### config.mk
export PLATFORM = sky130hd
export DESIGN_NAME = heap_arbiter
export DESIGN_NICKNAME = d
export VERILOG_FILES = /design/src/falafel_pkg.sv /design/src/heap_arbiter.sv
export SDC_FILE = /design/constraint.sdc
export NUM_CORES = 1
export LEC_CHECK = 0
export ABC_AREA = 1
export BUFFER_PORTS_ARGS = -buffer_cell sky130_fd_sc_hd__clkbuf_2
export CAP_MARGIN = 5
export CORE_AREA = 10 10 259 261
export CTS_CLUSTER_DIAMETER = 200
export CTS_CLUSTER_SIZE = 25
export DETAILED_ROUTE_END_ITERATION = 12
export DIE_AREA = 0 0 269 271
export PLACE_DENSITY = 0.3
export SLEW_MARGIN = 10
export SYNTH_ARGS = -nofsm -noshare
export SYNTH_HDL_FRONTEND = slang
export SYNTH_SLANG_ARGS = --single-unit
### constraint.sdc
create_clock -name clk_i -period 1.2 [get_ports clk_i]
set_input_delay 0.06 -clock clk_i [delete_from_list [all_inputs] [get_ports clk_i]]
set_output_delay 0.06 -clock clk_i [all_outputs]
set_load 0.05 [all_outputs]
### src/falafel_pkg.sv
`default_nettype none

package falafel_pkg;

  localparam int DATA_W = 32;

  typedef logic [DATA_W-1:0] word_t;

  localparam word_t WORD_SIZE             = 32'd4;
  localparam word_t BLOCK_HEADER_SIZE     = 32'd8;   // size word + next_ptr word
  localparam word_t BLOCK_NEXT_PTR_OFFSET = 32'd4;
  localparam word_t BLOCK_ALIGNMENT       = 32'd8;
  localparam word_t MIN_ALLOC_SIZE        = 32'd16;
  localparam word_t NULL_PTR              = 32'd0;
  localparam word_t ERR_NOMEM             = '1;
  localparam word_t FREE_LIST_PTR         = 32'd4;   // list head word
  localparam word_t HEAP_BASE             = 32'd8;

  typedef struct packed {
    word_t size;
    word_t next_ptr;
  } free_block_t;

  typedef enum logic [1:0] {
    LSU_OP_LOAD_WORD,
    LSU_OP_STORE_WORD,
    LSU_OP_LOAD_BLOCK,
    LSU_OP_STORE_BLOCK
  } lsu_op_e;

  typedef struct packed {
    lsu_op_e     op;
    word_t       addr;
    word_t       word;   // store data of word ops
    free_block_t block;  // store data of block ops
  } heap_req_t;

  typedef struct packed {
    word_t       word;
    free_block_t block;
  } heap_rsp_t;

  // round up to the next multiple of BLOCK_ALIGNMENT
  function automatic word_t align_size(word_t size);
    return (size + BLOCK_ALIGNMENT - 32'd1) & ~(BLOCK_ALIGNMENT - 32'd1);
  endfunction

endpackage

`default_nettype wire

### src/heap_arbiter.sv
`timescale 1ns/1ps
`default_nettype none

module heap_arbiter (
  input  logic                   clk_i,
  input  logic                   rst_ni,

  input  logic                   alloc_own_req_i,
  output logic                   alloc_own_gnt_o,
  input  logic                   alloc_req_val_i,
  output logic                   alloc_req_rdy_o,
  input  falafel_pkg::heap_req_t alloc_req_i,
  output logic                   alloc_rsp_val_o,
  input  logic                   alloc_rsp_rdy_i,
  output falafel_pkg::heap_rsp_t alloc_rsp_o,

  input  logic                   free_own_req_i,
  output logic                   free_own_gnt_o,
  input  logic                   free_req_val_i,
  output logic                   free_req_rdy_o,
  input  falafel_pkg::heap_req_t free_req_i,
  output logic                   free_rsp_val_o,
  input  logic                   free_rsp_rdy_i,
  output falafel_pkg::heap_rsp_t free_rsp_o,

  output logic                   st_req_val_o,
  input  logic                   st_req_rdy_i,
  output falafel_pkg::heap_req_t st_req_o,
  input  logic                   st_rsp_val_i,
  output logic                   st_rsp_rdy_o,
  input  falafel_pkg::heap_rsp_t st_rsp_i
);

  typedef enum logic [1:0] {
    OWN_NONE,
    OWN_ALLOC,
    OWN_FREE
  } owner_e;

  owner_e owner_q;

  // ownership lasts the whole operation, alloc wins ties
  always_ff @(posedge clk_i) begin
    if (!rst_ni) begin
      owner_q <= OWN_NONE;
    end else begin
      unique case (owner_q)
        OWN_NONE: begin
          if (alloc_own_req_i) begin
            owner_q <= OWN_ALLOC;
          end else if (free_own_req_i) begin
            owner_q <= OWN_FREE;
          end
        end
        OWN_ALLOC: begin
          if (!alloc_own_req_i) begin
            owner_q <= OWN_NONE;
          end
        end
        OWN_FREE: begin
          if (!free_own_req_i) begin
            owner_q <= OWN_NONE;
          end
        end
        default: owner_q <= OWN_NONE;
      endcase
    end
  end

  assign alloc_own_gnt_o = (owner_q == OWN_ALLOC);
  assign free_own_gnt_o  = (owner_q == OWN_FREE);

  assign st_req_val_o    = (alloc_own_gnt_o && alloc_req_val_i) ||
                           (free_own_gnt_o && free_req_val_i);
  assign st_req_o        = free_own_gnt_o ? free_req_i : alloc_req_i;
  assign alloc_req_rdy_o = alloc_own_gnt_o && st_req_rdy_i;
  assign free_req_rdy_o  = free_own_gnt_o && st_req_rdy_i;

  assign alloc_rsp_val_o = alloc_own_gnt_o && st_rsp_val_i;
  assign free_rsp_val_o  = free_own_gnt_o && st_rsp_val_i;
  assign alloc_rsp_o     = st_rsp_i;  // only the owner sees a valid
  assign free_rsp_o      = st_rsp_i;
  assign st_rsp_rdy_o    = (alloc_own_gnt_o && alloc_rsp_rdy_i) ||
                           (free_own_gnt_o && free_rsp_rdy_i);

endmodule

`default_nettype wire

# == Word level (Yosys, flattened, before mapping) ==
# Index checks and enable logic that the tools add are counted.
# Widths: inputs -> output; s select.
# op_classes
eq_ne,5
mux,6
reduce_logical,12
# ops
operator,n
$mux 130,1
$logic_and 1x1->1,8
$mux 2,4
$pmux 2 s3,1
$ne 2x2->1 const B,2
$ne 3x3->1 const B,1
$reduce_and 3->1,1
$eq 2x1->1 const B,1
$eq 2x2->1 const B,1
$logic_not 2->1,1
$logic_or 1x1->1,2
# totals
input_bits,366
ff_bits,2
output_inout_bits,330

# == Logic depth before layout (Yosys ltp) ==
# depth
depth_word,3
mapped_depth,6
mapped_depth_nobuf,4

# == Worst setup path after synthesis ==
# OpenSTA, ideal clock, no wires.
# synth_path
path_kind,flip-flop to output port
start,register owner_q[1]
end,output alloc_req_rdy_o
n_path_buf,2
stages_incl_launch_ff,6
slack_ns,-0.254
t_required_ns,1.140
arrival_ns,1.394
cell_sequence,dfxtp_1 -> buf_4 -> buf_2 -> inv_1 -> nand2_1 -> nor2_1
# synth_via
elab_chain_len,2
# synth_lines
item,line,source
"start, declared",heap_arbiter.sv:40,owner_e owner_q;
"start signal, assigned",heap_arbiter.sv:45,owner_q <= OWN_NONE;
"start signal, assigned",heap_arbiter.sv:50,owner_q <= OWN_ALLOC;
"start signal, assigned",heap_arbiter.sv:52,owner_q <= OWN_FREE;
$eq 2x1->1,heap_arbiter.sv:70,assign alloc_own_gnt_o = (owner_q == OWN_ALLOC);
$logic_and 1x1->1,heap_arbiter.sv:76,assign alloc_req_rdy_o = alloc_own_gnt_o && st_req_rdy_i;
"end, declared",heap_arbiter.sv:11,"output logic alloc_req_rdy_o,"
# No other way between the ends.

==> summary.md <==
| Metric | Value |
|---|---|
| Layout net count | 1,262 |
| Max stage delay cell, worst path | sky130_fd_sc_hd__dfxtp_4 |
| Kind of start point of the critical path | register |
| Number of iterations in the first detailed-routing pass | 6 |
| Highest layer used for signal routing | met5 |
| Synthesized Nets | 1,016 |
| Depth of the CTS H-tree | 1 |
| Mean post-synth cell area | 5.27 µm² |
| Wire length on met2 | roughly 17,000 µm |
| Number of antenna violations at the first check in global routing | 6 |
| Number of sinks handled by clock tree synthesis | 2 |
| Crit. End Element | output port |
| IO Count | 696 |
| Antenna-violating nets left | 0 |
| Cells on worst reg2reg path | 4 |
| Post-synthesis instance area | 3430 µm² |
| Endpoints failing hold | 0 |
| Worst slack at placement | -243 ps |
| Sum Neg Setup Slack | -31,360 ps |
| Instance area after placement | 7630 µm² |
| Initial core utilization | 0.0556 |
| TritonCTS clock tree | built |
| Number of placement rows | 91 |
| Worst-skew pair later-pin latency | 220 ps |
| Max Transition Viols Final | 0 |
| RD Place Congestion | 0.850 |
| Slowest cell delay on critical path | 430 ps |
| Worst ir drop on vdd | between 200 and 300 µV |
| Vertical die dimension | 271 µm |
| Register containing the most flip-flops in the final layout | owner_q |
| Class of the worst hold path | in2reg |
| Least-Margin Pin Slew | 242 ps |
| Footprint of the flip-flops and latches | 47.5 µm² |
| WL final | 34,200 µm |
| Number of synthesis warnings | 0 |
| Final-layout worst hold slack | 107 ps |
| FILL cells | 7,035 |
| Slack of the worst reg-to-reg path | ~110 ps |
| Fin crit period | ~1500 ps |
| Setup repair after global routing missed its margin | yes |
| Rel. slew slack | 0.838 |
| Chip Width | 269 µm |
| Worst path bufs/invs | 3 |
| Power density cells | 598 nW/µm² |
| Pin count of the biggest net entering global routing | 56 |
| Final worst setup slack | -292 ps |
| Final Core Density | 0.150 |
| Req. time, crit path | 1140 ps |
| GR Util All Layers | 0.0797 |
| Total vias in the final route | 5,177 |
| Maximum root-to-sink buffer count | 2 |
| R2r endpoint | owner_q[0] |
| Peak Freq | 670 MHz |
| Sequential fraction of the synthesis area | 0.0117 |
| Cells after DPL | approximately 1.7k |
| Share of post-route cells with drive strength above 1 | 0.806 |
| Most common library cell in the layout ignoring fill and taps | sky130_fd_sc_hd__clkbuf_2 |
| Total power | 5.51 mW |
| Final Cell Area | 9220 µm² |
| Cells along the critical path | nand2_8 > buf_12 > clkbuf_16 > nand2_1 > nand2_2 > buf_12 |
| Amount of wire on met3 after detailed routing | 5380 µm |
| Hold Crit Depth | 3 |
| Average routed wire per standard cell | 19.7 µm |
| Number of max-capacitance violations reported | 0 |
| Data arrival time at the worst-slack endpoint | roughly 1400 ps |
| Violated checks | setup timing |
| Die area | 72,900 µm² |
| Clock Pin Slew Worst Setup and Hold Paths | 30 ps |
| Remaining global-route overflow | 0 |
| Crit-path most repeated cell | sky130_fd_sc_hd__buf_12 |
| Root buffer selected by CTS | sky130_fd_sc_hd__clkbuf_16 |
| Largest fanout of any net on the critical path | 9 |
| Number of CTS-inserted buffers | 3 |
| Setup CP Type | reg2out |
| Launch instance of the worst min-delay path | free_own_req_i |
| Routed metal-1 wire length | 11,300 µm |
| Commonest cells after routing, fill and taps aside | sky130_fd_sc_hd__clkbuf_2 (269), sky130_fd_sc_hd__buf_12 (150), sky130_fd_sc_hd__nand2_2 (132), sky130_fd_sc_hd__nand3_1 (94), sky130_fd_sc_hd__nand2_1 (73) |
| Mean number of vias per cell | 2.99 |
| Status | finished with violations |
| Launch instance of the worst register-to-register path | owner_q[1] |
| Number of instances in the synthesized netlist | 650 |
| Static Leak | 4.32 nW |
| Distinct cells, synth | 12 |
| Dpl hpwl | 25,900 µm |
| Largest regs | owner_q: 2 flops |
| Post-route fraction of the period consumed by the critical path | 1.24 |
| Multi-input gate area in the final layout | between 2000 and 3000 µm² |
| Hold-critical path endpoint | owner_q[1] |
| P&R area growth vs syn | 169% |
| Number of buffers inserted by port buffering | slightly above 400 |
| Iter 0 DRT Violations | 118 |
| Vias in the first global route | 5,662 |
| Number of remaining DRC errors | 0 |
| CP top delay family | buffers and inverters |
| Global-route wire length before repair | 41,700 µm |
| Layout Cells excl Fill | 1,734 |
| Std-Cell Core Area | 61,600 µm² |
| Skew final | 1.85 ps |
| Synthesis-stage register bit count | 2 |
| Flip-flop count of the largest register, all copies and words added | 2 |
| Number of setup violations in the final report | about 140 |
==> worst min-delay path, stage by stage <==
cell	delay (ps)
sky130_fd_sc_hd__clkbuf_2	90
sky130_fd_sc_hd__nand3_1	80
sky130_fd_sc_hd__nor2_1	50
==> area by class of cell <==
class / count / area share
tap: 837 / 0.114
inverter: 7 / 0.00394
antenna: 2 / 0.000543
sequential: 2 / 0.00516
clock buffer: 4 / 0.00855
timing repair buffer: 476 / 0.572
multi-input combinational: 406 / 0.296
==> power breakdown <==
group          total (mW)  internal [mW]  switching [mW]  leakage (nW)
Clock               0.520          0.438          0.0829        0.0382
Sequential         0.0785         0.0688         0.00973        0.0178
Combinational        4.91           2.27            2.64          4.27
Total                5.51           2.78            2.73          4.32
==> how the worst max path moves through the flow <==
stage               start             end  slack [ps]  depth (start not counted)
2_1_floorplan  owner_q[1]  free_req_rdy_o        -180                          4
3_3_place_gp   owner_q[0]    st_req_o[51]        -260                          6
3_5_place_dp   owner_q[0]   st_req_o[127]        -240                          6
4_1_cts        owner_q[0]     st_req_o[6]        -310                          7
5_1_grt        owner_q[1]    st_req_o[56]        -340                          5
6_report       owner_q[1]    st_req_o[13]        -290                          6
==> synthesized netlist by cell type <==
cell type                    n  area share
sky130_fd_sc_hd__and3_1      1      0.0018
sky130_fd_sc_hd__clkbuf_1   11       0.012
sky130_fd_sc_hd__buf_4     201        0.44
sky130_fd_sc_hd__nor2_1      6      0.0066
sky130_fd_sc_hd__nand2_2     1      0.0018
sky130_fd_sc_hd__nand3_1   135        0.20
sky130_fd_sc_hd__dfxtp_1     2       0.012
sky130_fd_sc_hd__inv_2       1      0.0011
sky130_fd_sc_hd__buf_2      21       0.031
sky130_fd_sc_hd__nand2_1   263        0.29
sky130_fd_sc_hd__inv_1       6      0.0066
sky130_fd_sc_hd__buf_1       2      0.0022
==> layer usage <==
metal	global-route usage	vias up
li1	-	2349
met1	0.0736	2245
met2	0.138	517
met3	0.0572	56
met4	0.0207	10
met5	0	-
==> cells by family (layout without fill, tap and decap cells) <==
| logic type | Yosys count | in the layout | synth area share |
|---|---|---|---|
| other cells | 0 | 2 | 0 |
| flops | 2 | 2 | 0.0117 |
| buf+inv | 242 | 487 | 0.493 |
| simple gates | 406 | 406 | 0.495 |
==> timing repair <==
action,CTS,global route
gates cloned,9,12
pin swaps,16,11
buffers inserted,16,5
setup endpoints to repair,138,138
gates resized for setup,112,110
hold buffers,0,0
(Power assumes the default switching activity.)
