[src/falafel_pkg.sv]
`default_nettype none

package falafel_pkg;

  localparam int DATA_W = 32;

  typedef logic [DATA_W-1:0] word_t;

  localparam word_t WORD_SIZE             = 32'd4;
  localparam word_t BLOCK_HEADER_SIZE     = 32'd8;   // size word + next_ptr word
  localparam word_t BLOCK_NEXT_PTR_OFFSET = 32'd4;
  localparam word_t BLOCK_ALIGNMENT       = 32'd8;
  localparam word_t MIN_ALLOC_SIZE        = 32'd16;
  localparam word_t NULL_PTR              = 32'd0;
  localparam word_t ERR_NOMEM             = '1;
  localparam word_t FREE_LIST_PTR         = 32'd4;   // list head word
  localparam word_t HEAP_BASE             = 32'd8;

  typedef struct packed {
    word_t size;
    word_t next_ptr;
  } free_block_t;

  typedef enum logic [1:0] {
    LSU_OP_LOAD_WORD,
    LSU_OP_STORE_WORD,
    LSU_OP_LOAD_BLOCK,
    LSU_OP_STORE_BLOCK
  } lsu_op_e;

  typedef struct packed {
    lsu_op_e     op;
    word_t       addr;
    word_t       word;   // store data of word ops
    free_block_t block;  // store data of block ops
  } heap_req_t;

  typedef struct packed {
    word_t       word;
    free_block_t block;
  } heap_rsp_t;

  // round up to the next multiple of BLOCK_ALIGNMENT
  function automatic word_t align_size(word_t size);
    return (size + BLOCK_ALIGNMENT - 32'd1) & ~(BLOCK_ALIGNMENT - 32'd1);
  endfunction

endpackage

`default_nettype wire

[src/alloc_engine.sv]
`timescale 1ns/1ps
`default_nettype none

module alloc_engine #(
  parameter int unsigned HEAP_WORDS = 256
) (
  input  logic                   clk_i,
  input  logic                   rst_ni,
  input  logic                   alloc_fifo_empty_i,
  output logic                   alloc_fifo_read_o,
  input  falafel_pkg::word_t     alloc_fifo_dout_i,
  input  logic                   resp_fifo_full_i,
  output logic                   resp_fifo_write_o,
  output falafel_pkg::word_t     resp_fifo_din_o,
  output logic                   own_req_o,
  input  logic                   own_gnt_i,
  output logic                   req_val_o,
  input  logic                   req_rdy_i,
  output falafel_pkg::heap_req_t req_o,
  input  logic                   rsp_val_i,
  output logic                   rsp_rdy_o,
  input  falafel_pkg::heap_rsp_t rsp_i
);
  import falafel_pkg::*;

  localparam word_t INIT_BLOCK_SIZE =
    word_t'(HEAP_WORDS) * WORD_SIZE - HEAP_BASE - BLOCK_HEADER_SIZE;

  typedef enum logic [3:0] {
    ST_INIT_HEAD,
    ST_INIT_BLOCK,
    ST_IDLE,
    ST_CHECK_SIZE,
    ST_LOAD_HEAD,
    ST_LOAD_BLOCK,
    ST_PROCESS,
    ST_UPDATE_SIZE,
    ST_STORE_NEW,
    ST_RELINK,
    ST_WRITE_RESP
  } state_e;

  state_e      state_q, state_d;
  logic        wait_q;       // request sent, response pending
  word_t       size_q, size_d;
  word_t       result_q, result_d;
  word_t       cur_q, cur_d;
  word_t       prev_link_q, prev_link_d;  // word that points at cur
  free_block_t buf_q, buf_d;
  logic        mem_op;
  logic        accept;
  logic        done;
  logic        split;
  word_t       split_addr;

  assign mem_op = state_q inside {ST_INIT_HEAD, ST_INIT_BLOCK, ST_LOAD_HEAD, ST_LOAD_BLOCK,
                                  ST_UPDATE_SIZE, ST_STORE_NEW, ST_RELINK};
  assign req_val_o = mem_op && !wait_q && own_gnt_i;
  assign rsp_rdy_o = wait_q;
  assign accept    = req_val_o && req_rdy_i;
  assign done      = rsp_val_i && rsp_rdy_o;
  assign own_req_o = (state_q != ST_IDLE);

  assign resp_fifo_din_o = result_q;

  assign split      = (buf_q.size - size_q) >= MIN_ALLOC_SIZE;
  assign split_addr = cur_q + BLOCK_HEADER_SIZE + size_q;

  always_comb begin
    state_d     = state_q;
    size_d      = size_q;
    result_d    = result_q;
    cur_d       = cur_q;
    prev_link_d = prev_link_q;
    buf_d       = buf_q;
    req_o       = '0;
    alloc_fifo_read_o = 1'b0;
    resp_fifo_write_o = 1'b0;

    unique case (state_q)
      ST_INIT_HEAD: begin
        req_o.op   = LSU_OP_STORE_WORD;
        req_o.addr = FREE_LIST_PTR;
        req_o.word = HEAP_BASE;
        if (done) begin
          state_d = ST_INIT_BLOCK;
        end
      end

      ST_INIT_BLOCK: begin  // one block over the whole heap
        req_o.op    = LSU_OP_STORE_BLOCK;
        req_o.addr  = HEAP_BASE;
        req_o.block = '{size: INIT_BLOCK_SIZE, next_ptr: NULL_PTR};
        if (done) begin
          state_d = ST_IDLE;
        end
      end

      ST_IDLE: begin
        if (!alloc_fifo_empty_i) begin
          alloc_fifo_read_o = 1'b1;
          size_d  = alloc_fifo_dout_i;
          state_d = ST_CHECK_SIZE;
        end
      end

      ST_CHECK_SIZE: begin
        if (size_q == '0) begin
          result_d = NULL_PTR;
          state_d  = ST_WRITE_RESP;
        end else begin
          size_d  = align_size(size_q);
          state_d = ST_LOAD_HEAD;
        end
      end

      ST_LOAD_HEAD: begin
        req_o.op   = LSU_OP_LOAD_WORD;
        req_o.addr = FREE_LIST_PTR;
        if (done) begin
          // head seen as a zero-size block whose next_ptr word is the head word
          buf_d   = '{size: '0, next_ptr: rsp_i.word};
          cur_d   = FREE_LIST_PTR - BLOCK_NEXT_PTR_OFFSET;
          state_d = ST_PROCESS;
        end
      end

      ST_LOAD_BLOCK: begin
        req_o.op   = LSU_OP_LOAD_BLOCK;
        req_o.addr = buf_q.next_ptr;
        if (accept) begin
          prev_link_d = cur_q + BLOCK_NEXT_PTR_OFFSET;
          cur_d       = buf_q.next_ptr;
        end
        if (done) begin
          buf_d   = rsp_i.block;
          state_d = ST_PROCESS;
        end
      end

      ST_PROCESS: begin
        if (buf_q.size >= size_q) begin
          result_d = cur_q + WORD_SIZE;
          state_d  = split ? ST_UPDATE_SIZE : ST_RELINK;
        end else if (buf_q.next_ptr == NULL_PTR) begin
          result_d = ERR_NOMEM;
          state_d  = ST_WRITE_RESP;
        end else begin
          state_d = ST_LOAD_BLOCK;
        end
      end

      ST_UPDATE_SIZE: begin
        req_o.op   = LSU_OP_STORE_WORD;
        req_o.addr = cur_q;
        req_o.word = size_q;
        if (done) begin
          state_d = ST_STORE_NEW;
        end
      end

      ST_STORE_NEW: begin  // leftover becomes a free block
        req_o.op    = LSU_OP_STORE_BLOCK;
        req_o.addr  = split_addr;
        req_o.block = '{size: buf_q.size - size_q - BLOCK_HEADER_SIZE,
                        next_ptr: buf_q.next_ptr};
        if (done) begin
          state_d = ST_RELINK;
        end
      end

      ST_RELINK: begin
        req_o.op   = LSU_OP_STORE_WORD;
        req_o.addr = prev_link_q;
        req_o.word = split ? split_addr : buf_q.next_ptr;
        if (done) begin
          state_d = ST_WRITE_RESP;
        end
      end

      ST_WRITE_RESP: begin  // ownership kept until the write goes out
        if (!resp_fifo_full_i) begin
          resp_fifo_write_o = 1'b1;
          state_d = ST_IDLE;
        end
      end

      default: state_d = ST_IDLE;
    endcase
  end

  always_ff @(posedge clk_i) begin
    if (!rst_ni) begin
      state_q <= ST_INIT_HEAD;
      wait_q  <= 1'b0;
    end else begin
      state_q <= state_d;
      wait_q  <= accept || (wait_q && !done);
    end
  end

  always_ff @(posedge clk_i) begin
    size_q      <= size_d;
    result_q    <= result_d;
    cur_q       <= cur_d;
    prev_link_q <= prev_link_d;
    buf_q       <= buf_d;
  end

endmodule

`default_nettype wire

[config.mk]
export PLATFORM = sky130hd
export DESIGN_NAME = alloc_engine
export DESIGN_NICKNAME = d
export VERILOG_FILES = /design/src/falafel_pkg.sv /design/src/alloc_engine.sv
export SDC_FILE = /design/constraint.sdc
export NUM_CORES = 1
export LEC_CHECK = 0
export BUFFER_PORTS_ARGS = -buffer_cell sky130_fd_sc_hd__buf_2
export CAP_MARGIN = 0
export CELL_PAD_IN_SITES_DETAIL_PLACEMENT = 0
export CELL_PAD_IN_SITES_GLOBAL_PLACEMENT = 1
export CORE_ASPECT_RATIO = 1.75
export CORE_MARGIN = 1
export CORE_UTILIZATION = 43
export CTS_CLUSTER_SIZE = 40
export DETAILED_ROUTE_END_ITERATION = 12
export HOLD_SLACK_MARGIN = 0.05
export PLACE_DENSITY_LB_ADDON = 0.1
export SKIP_CTS_REPAIR_TIMING = 1
export SLEW_MARGIN = 20
export SYNTH_ARGS = -nofsm -noshare
export SYNTH_HDL_FRONTEND = slang
export SYNTH_SLANG_ARGS = --single-unit
[constraint.sdc]
create_clock -name clk_i -period 11.82 [get_ports clk_i]
set_clock_uncertainty 0.15 [all_clocks]
set_input_delay 1.773 -clock clk_i [delete_from_list [all_inputs] [get_ports clk_i]]
set_output_delay 1.773 -clock clk_i [all_outputs]
set_load 0.01 [all_outputs]
Word level (Yosys, flattened, before mapping)
Index checks and enable logic that the tools add are counted.
{"block": "totals", "input_bits": 135, "elab_cells": 98, "out_inout_bits": 167, "regBits": 197}
{"block": "classes", "addsub": 7, "muxes": 34, "n_reduce_logical": 22, "n_eq_ne": 25, "n_lt_le_gt_ge": 2}
{"op": "32-bit two-way mux", "n": 8}
{"op": "64-bit one-hot mux with 2 select lines", "n": 2}
{"op": "34-bit one-hot mux with 7 select lines", "n": 1}
{"op": "32-bit one-hot mux with 2 select lines", "n": 3}
{"op": "64-bit two-way mux", "n": 2}
{"op": "32-bit one-hot mux with 3 select lines", "n": 1}
{"op": "32-bit by 4-bit adder with 32-bit output (second input constant)", "n": 2}
{"op": "32-bit zero test", "n": 2}
{"op": "4-bit two-way mux", "n": 12}
{"op": "4-bit one-hot mux with 10 select lines", "n": 1}
{"op": "32-bit by 3-bit adder with 32-bit output (second input constant)", "n": 1}
{"op": "32-bit adder", "n": 1}
{"op": "32-bit greater-or-equal comparator", "n": 1}
{"op": "32-bit by 5-bit greater-or-equal comparator with 1-bit output (second input constant)", "n": 1}
{"op": "32-bit by 1-bit subtractor with 32-bit output (second input constant)", "n": 1}
{"op": "32-bit subtractor", "n": 1}
{"op": "32-bit by 4-bit subtractor with 32-bit output (second input constant)", "n": 1}
{"op": "2-bit inequality test (second input constant)", "n": 12}
{"op": "4-bit by 3-bit == test with 1-bit output (second input constant)", "n": 4}
{"op": "4-bit == test (second input constant)", "n": 3}
{"op": "3-bit AND reduction", "n": 4}
{"op": "4-bit by 2-bit == test with 1-bit output (second input constant)", "n": 2}
{"op": "8-bit AND reduction", "n": 1}
{"op": "7-bit nonzero test", "n": 1}
{"op": "12 further kinds", "n": 22}

Logic depth before layout (Yosys ltp)
Gate-level depths: netlist (run 1).
{"block": "logic_depth", "word_depth": 7, "mapped_depth": 16, "mapped_depth_nobuf": 15}

Worst setup path after synthesis (run 1)
Ideal clock, no wire load.
{"block": "synth_timing", "path_kind": "input-to-reg", "from": "input port rsp_val_i", "to": "register cur_q[0] (enable)", "t_arrival_ps": 9775, "setup_slack_ps": 1508, "n_path_buf": 0, "t_required_ps": 11282, "setup_ps": 388, "stages": 3, "path_cell_list": "nand2_1 > nor4b_1 > a21o_1"}
{"block": "synth_between", "elab_chain_len": 3}
{"item": "start, declared", "line_no": "alloc_engine.sv:20", "text": "input logic rsp_val_i,"}
{"item": "1-bit logical AND", "line_no": "alloc_engine.sv:61", "text": "assign done = rsp_val_i && rsp_rdy_o;"}
{"item": "2-bit inequality test (no source line)"}
{"item": "3-bit AND reduction (no source line)"}
{"item": "end signal, assigned", "line_no": "alloc_engine.sv:205", "text": "cur_q <= cur_d;"}
{"item": "end, declared", "line_no": "alloc_engine.sv:47", "text": "word_t cur_q, cur_d;"}
No other way between the ends.
A chain may end at the register's enable or synchronous reset.

==> reports/metrics.cfg, run 1 <==
[timing]
fin_crit_sh = 0.651
max_slew.worst_pin.slew_ns = 1.13
holdWs_ns = 0.387
fin_setup_tns_ns = 0
fin_crit_ns = 7.69
fmaxAchievable_ghz = 0.130
setup_viol = 0
drv_slew = 0
rsz0062_at_grt = no
hold_viol = 0
max-slew-margin-rel = 0.248

[global_routing]
antenna_found_initial = 2
grt_pass1_vias = 13964
globalRouteMet3Util = 0.0359
gr-total-overflow = 0
grt-busiest-layer = met2
grtUsageMet2 = 0.593
grt_max_degree = 65
grtUsageMet1 = 0.358
grt_usage = 0.331
grt_pass1_wl_um = 85400

[power_and_ir_drop]
power_density_mw_per_mm2 = 112
p_leak_nw = 7.51
seqPwrFrac = 0.422
swShare = 0.360
p_comb_frac = 0.283
p_total_mw = 1.97
power.switching_uw = 710
vdd_drop_max_mv = 0.110
p_clk_frac = 0.295
p_int_mw = 1.26

[synthesis]
synth_area_leader_cell = edfxtp_1
yosysSeqAreaShare = 0.389
synthArstFlopShare = 0
synthFlopType = edfxtp_1
syn_nets = 1920
ys.warnings.count = 0
syn_area_per_cell_um2 = 8.93
synth_area_leaders = edfxtp_1 38%, ha_1 7.9%, nand2_1 5.3%, xnor2_1 4.9%, nor2_1 3.9%
syn_inst = 1688
synth-edff-count = 192
post-synth-top-area-fraction = 0.382
ys_types = 79
synth_area_mm2 = 0.0151
synth-seq-cells = 197

[clocking]
cts_root_buffer = clkbuf_16
clk_latency_ns = 0.47
cts_num_sinks = 197
numCtsBuffers = 17
clk_pin_slew_worst_paths_ns = 0.07
htree_levels = 4
clockBufferDepth = 2
cts_tree = yes

[final_layout]
nFillCells = 3379
area_delta_synth_final_pct = 16.8
final_common_cell = buf_2
utilization = 0.511
multi_input_area_mm2 = 0.00872
final_cell_mix = 301 x buf_2, 210 x nand2_1, 192 x edfxtp_1, 155 x nor2_1, 98 x a21oi_1
drive_gt1_frac = 0.198
fin_nets = 2178
seqCellArea_mm2 = 0.00587

[critical_path]
critPathArrivalTime_ns = 5.77
cpMaxStageDelayCell = nand2_1
critical_path_class = register to output port
critical_path.max_fanout = 24
worst_path_largest_cell_delay_ns = 0.66
crit_chain = inv_1, ha_1, a21o_1, a21o_1, and4_1, a21boi_1, o21ai_1, a32oi_1, mux2_1, or4_4, nor4_2, buf_4, nand2_1, a221o_1, buf_2
critPathRequiredTime_ns = 9.90
end_kind = output port
start_kind = register
cpMostUsedCell = a21o_1

[route]
finalWirelength_um = 59100
drt_iter0_drc = 1068
drc = 0
vias = 14135
firstDrtPassIters = 6
antenna_left = 0
avgRoutedWirePerCell_um = 24.4
routed_via_density = 5.85

[floorplan]
die_y_um = 250
start_util = 0.438
rows = 90
io_pins = 302
die_area_mm2 = 0.0358
coreArea_mm2 = 0.0345
die_w_um = 144

[outcome]
status = finished, final reports clean

[placed_design]
gp_congestion = 0.968
dpl.hpwl_um = 46000
port_buffers = 301

[min_path]
hold_path.class = register to register

[run]
drv_cap = 0

-- cells in the mapped netlist, drive strengths merged (39+ instances only) --
| cell | instances |
|---|---|
| nand2 | 213 |
| edfxtp | 192 |
| nor2 | 158 |
| a21oi | 98 |
| ha | 95 |
| xnor2 | 85 |
| and2 | 81 |
| o21ai | 76 |
| clkbuf | 74 |
| inv | 68 |
| nor3 | 58 |
| and3 | 50 |
| nor2b | 43 |
| xor2 | 39 |
-- power by group through the flow --
stage / Sequential, mW / Combinational, mW / Clock [mW]
after detailed placement: 0.848 / 0.552 / 0
final: 0.834 / 0.558 / 0.582
after CTS: 0.832 / 0.556 / 0.588
after global placement: 0.848 / 0.552 / 0
after floorplan: 0.814 / 0.385 / 0
after global routing: 0.837 / 0.610 / 0.608
-- metrics by stage --
stage | area [µm²] | instances | setup slack, ns
2_1_floorplan | 15100 | 1688 | 1.51
3_3_place_gp | 17100 | 2387 | 4.75
3_5_place_dp | 17100 | 2387 | 4.65
4_1_cts | 17600 | 2417 | 4.14
5_1_grt | 17600 | 2418 | 3.89
6_report | 17600 | 2418 | 4.13
-- path summary, 6_finish.rpt --
check                             endpoint  cells past startpoint  slack [ns]      start
worst max-delay path             req_o[73]                     15        4.13  size_q[7]
worst max register to register  state_q[1]                     13        7.02  size_q[7]
worst min-delay path             rsp_rdy_o                      2        0.39  rsp_rdy_o
worst min register to register   rsp_rdy_o                      2        0.39  rsp_rdy_o
-- flip-flops by register name, indices dropped and copies added (netlist names) --
register / flops
buf_q: 64
cur_q: 32
prev_link_q: 32
resp_fifo_din_o: 32
size_q: 32
state_q: 4
rsp_rdy_o: 1
-- critical path, delay by kind of cell, from the launching register on --
family / cells / cell delay [ns]
buf+inv: 3 / 0.54
mux: 1 / 0.37
flops: 1 / 0.48
compound gates: 6 / 1.85
simple gates: 4 / 1.66
fa+ha+maj: 1 / 0.40
-- layer usage --
layer	vias to the layer above	routed length [µm]
li1	6681	-
met1	6733	21400
met2	572	30700
met3	147	2720
met4	2	4210
met5	-	17
-- cells by family after synthesis --
| kind of cell | share of synthesized area |
|---|---|
| buffers and inverters | 0.0387 |
| xor gates and xnor gates | 0.0720 |
| adders and majority gates | 0.0815 |
| AOI/OAI and AO/OA | 0.171 |
| muxes | 0.00622 |
| and+or+nand+nor | 0.242 |
| DFF | 0.389 |
-- cell type report --
class,instances,area share
Antenna cell,1,0.000142
Clock inverter,13,0.00668
Sequential cell,197,0.333
Clock buffer,17,0.0241
Multi-Input combinational cell,1341,0.495
Timing Repair Buffer,321,0.0940
Inverter,68,0.0145
Tap cell,460,0.0327
No activity file was read; power rests on OpenSTA's default activity.
==> run 2: changes to the inputs <==
==> constraint.sdc (replaced) <==
create_clock -name clk_i -period 7.9 [get_ports clk_i]
set_clock_uncertainty 0.15 [all_clocks]
set_input_delay 1.185 -clock clk_i [delete_from_list [all_inputs] [get_ports clk_i]]
set_output_delay 1.185 -clock clk_i [all_outputs]
set_load 0.01 [all_outputs]
==> reports/metrics.cfg, run 2 (synthesized netlist as in run 1, its figures left out) <==
[power_and_ir_drop]
vdd_drop_max_mv = 0.161
p_int_mw = 1.90
power_density_mw_per_mm2 = 167
p_comb_frac = 0.284
p_leak_nw = 7.54
swShare = 0.357
power.switching_mw = 1.05
p_clk_frac = 0.296
seqPwrFrac = 0.421
p_total_mw = 2.95

[route]
routed_via_density = 5.86
drt_iter0_drc = 981
finalWirelength_um = 59000
antenna_left = 0
vias = 14223
drc = 0
firstDrtPassIters = 6
avgRoutedWirePerCell_um = 24.3

[min_path]
hold_path.class = register to register

[timing]
setup_viol = 0
drv_slew = 0
fmaxAchievable_ghz = 0.141
holdWs_ns = 0.376
hold_viol = 0
fin_crit_sh = 0.901
rsz0062_at_grt = no
fin_setup_tns_ns = 0
max-slew-margin-rel = 0.233
max_slew.worst_pin.slew_ns = 1.15
fin_crit_ns = 7.12

[placed_design]
port_buffers = 301
gp_congestion = 0.960
dpl.hpwl_um = 45700

[clocking]
cts_num_sinks = 197
clockBufferDepth = 2
clk_pin_slew_worst_paths_ns = 0.07
htree_levels = 4
clk_latency_ns = 0.46
cts_root_buffer = clkbuf_16
numCtsBuffers = 17
cts_tree = yes

[outcome]
status = finished, final reports clean

[floorplan]
start_util = 0.438
die_area_mm2 = 0.0358
io_pins = 302
coreArea_mm2 = 0.0345
die_y_um = 250
die_w_um = 144
rows = 90

[critical_path]
start_kind = register
critPathArrivalTime_ns = 5.78
critPathRequiredTime_ns = 6.57
end_kind = output port
critical_path.max_fanout = 24
critical_path_class = register to output port

[global_routing]
gr-total-overflow = 0
grt_max_degree = 65
grt_usage = 0.332
grt_pass1_wl_um = 86100
grt_pass1_vias = 14143
antenna_found_initial = 1

[run]
drv_cap = 0

[final_layout]
final_cell_mix = 301 x buf_2, 210 x nand2_1, 192 x edfxtp_1, 155 x nor2_1, 98 x a21oi_1
largest_reg_flops = 64
fin_nets = 2184
top_register = buf_q
drive_gt1_frac = 0.200
area_delta_synth_final_pct = 17.2
final_common_cell = buf_2
nFillCells = 3409

-- run 2: path summary, 6_finish.rpt --
kind	endpoint	slack (ns)	cells after the start	start
worst max-delay path	req_o[68]	0.78	14	size_q[7]
worst min-delay path	rsp_rdy_o	0.38	2	rsp_rdy_o
worst max register to register	state_q[1]	3.01	13	size_q[7]
worst min register to register	rsp_rdy_o	0.38	2	rsp_rdy_o
-- run 2: per-layer routing --
metal,vias to the layer above,share of wire,GRT usage
met5,-,0,0
met4,0,0.067,0.213
met3,144,0.050,0.0393
met2,575,0.51,0.592
met1,6807,0.37,0.367
li1,6697,-,-
-- run 2: area by class of cell --
class                   count  area [µm²]  area share
diodes                      2        5.00    0.000283
well taps                 460         576      0.0326
clock buffers              18         429      0.0243
repair buffers            327        1700      0.0963
flip-flops and latches    197        5870       0.332
multi-input cells        1341        8720       0.493
inverters                  68         255      0.0144
clock inverters            13         123     0.00694
-- run 2: power by group through the flow --
stage	Sequential [mW]	Combinational, mW	Clock, mW
after CTS	1.24	0.834	0.883
after detailed placement	1.26	0.829	0
after floorplan	1.22	0.577	0
after global placement	1.26	0.827	0
final	1.24	0.836	0.873
after global routing	1.24	0.917	0.913
-- run 2: metrics by stage --
step | cell area (µm²) | utilization | setup slack, ns | instances
final | 17700 | 0.513 | 0.785 | 2426
after global routing | 17700 | 0.513 | 0.610 | 2425
after CTS | 17700 | 0.513 | 0.878 | 2424
after detailed placement | 17100 | 0.497 | 1.39 | 2393
after global placement | 17100 | 0.497 | 1.47 | 2393
after floorplan | 15100 | - | 1.47 | 1688
-- run 2: critical path, stage by stage, from the launching register on --
cell and delay [ns]:
edfxtp_1 0.48, inv_1 0.21, ha_1 0.33, a21o_1 0.23
a21o_1 0.20, and4_1 0.22, a21boi_1 0.50, o21ai_1 0.16
a32oi_1 0.24, mux2_1 0.37, or4_4 0.55, nor4_2 0.35
nand2_1 0.75, a221o_1 0.56, buf_2 0.15
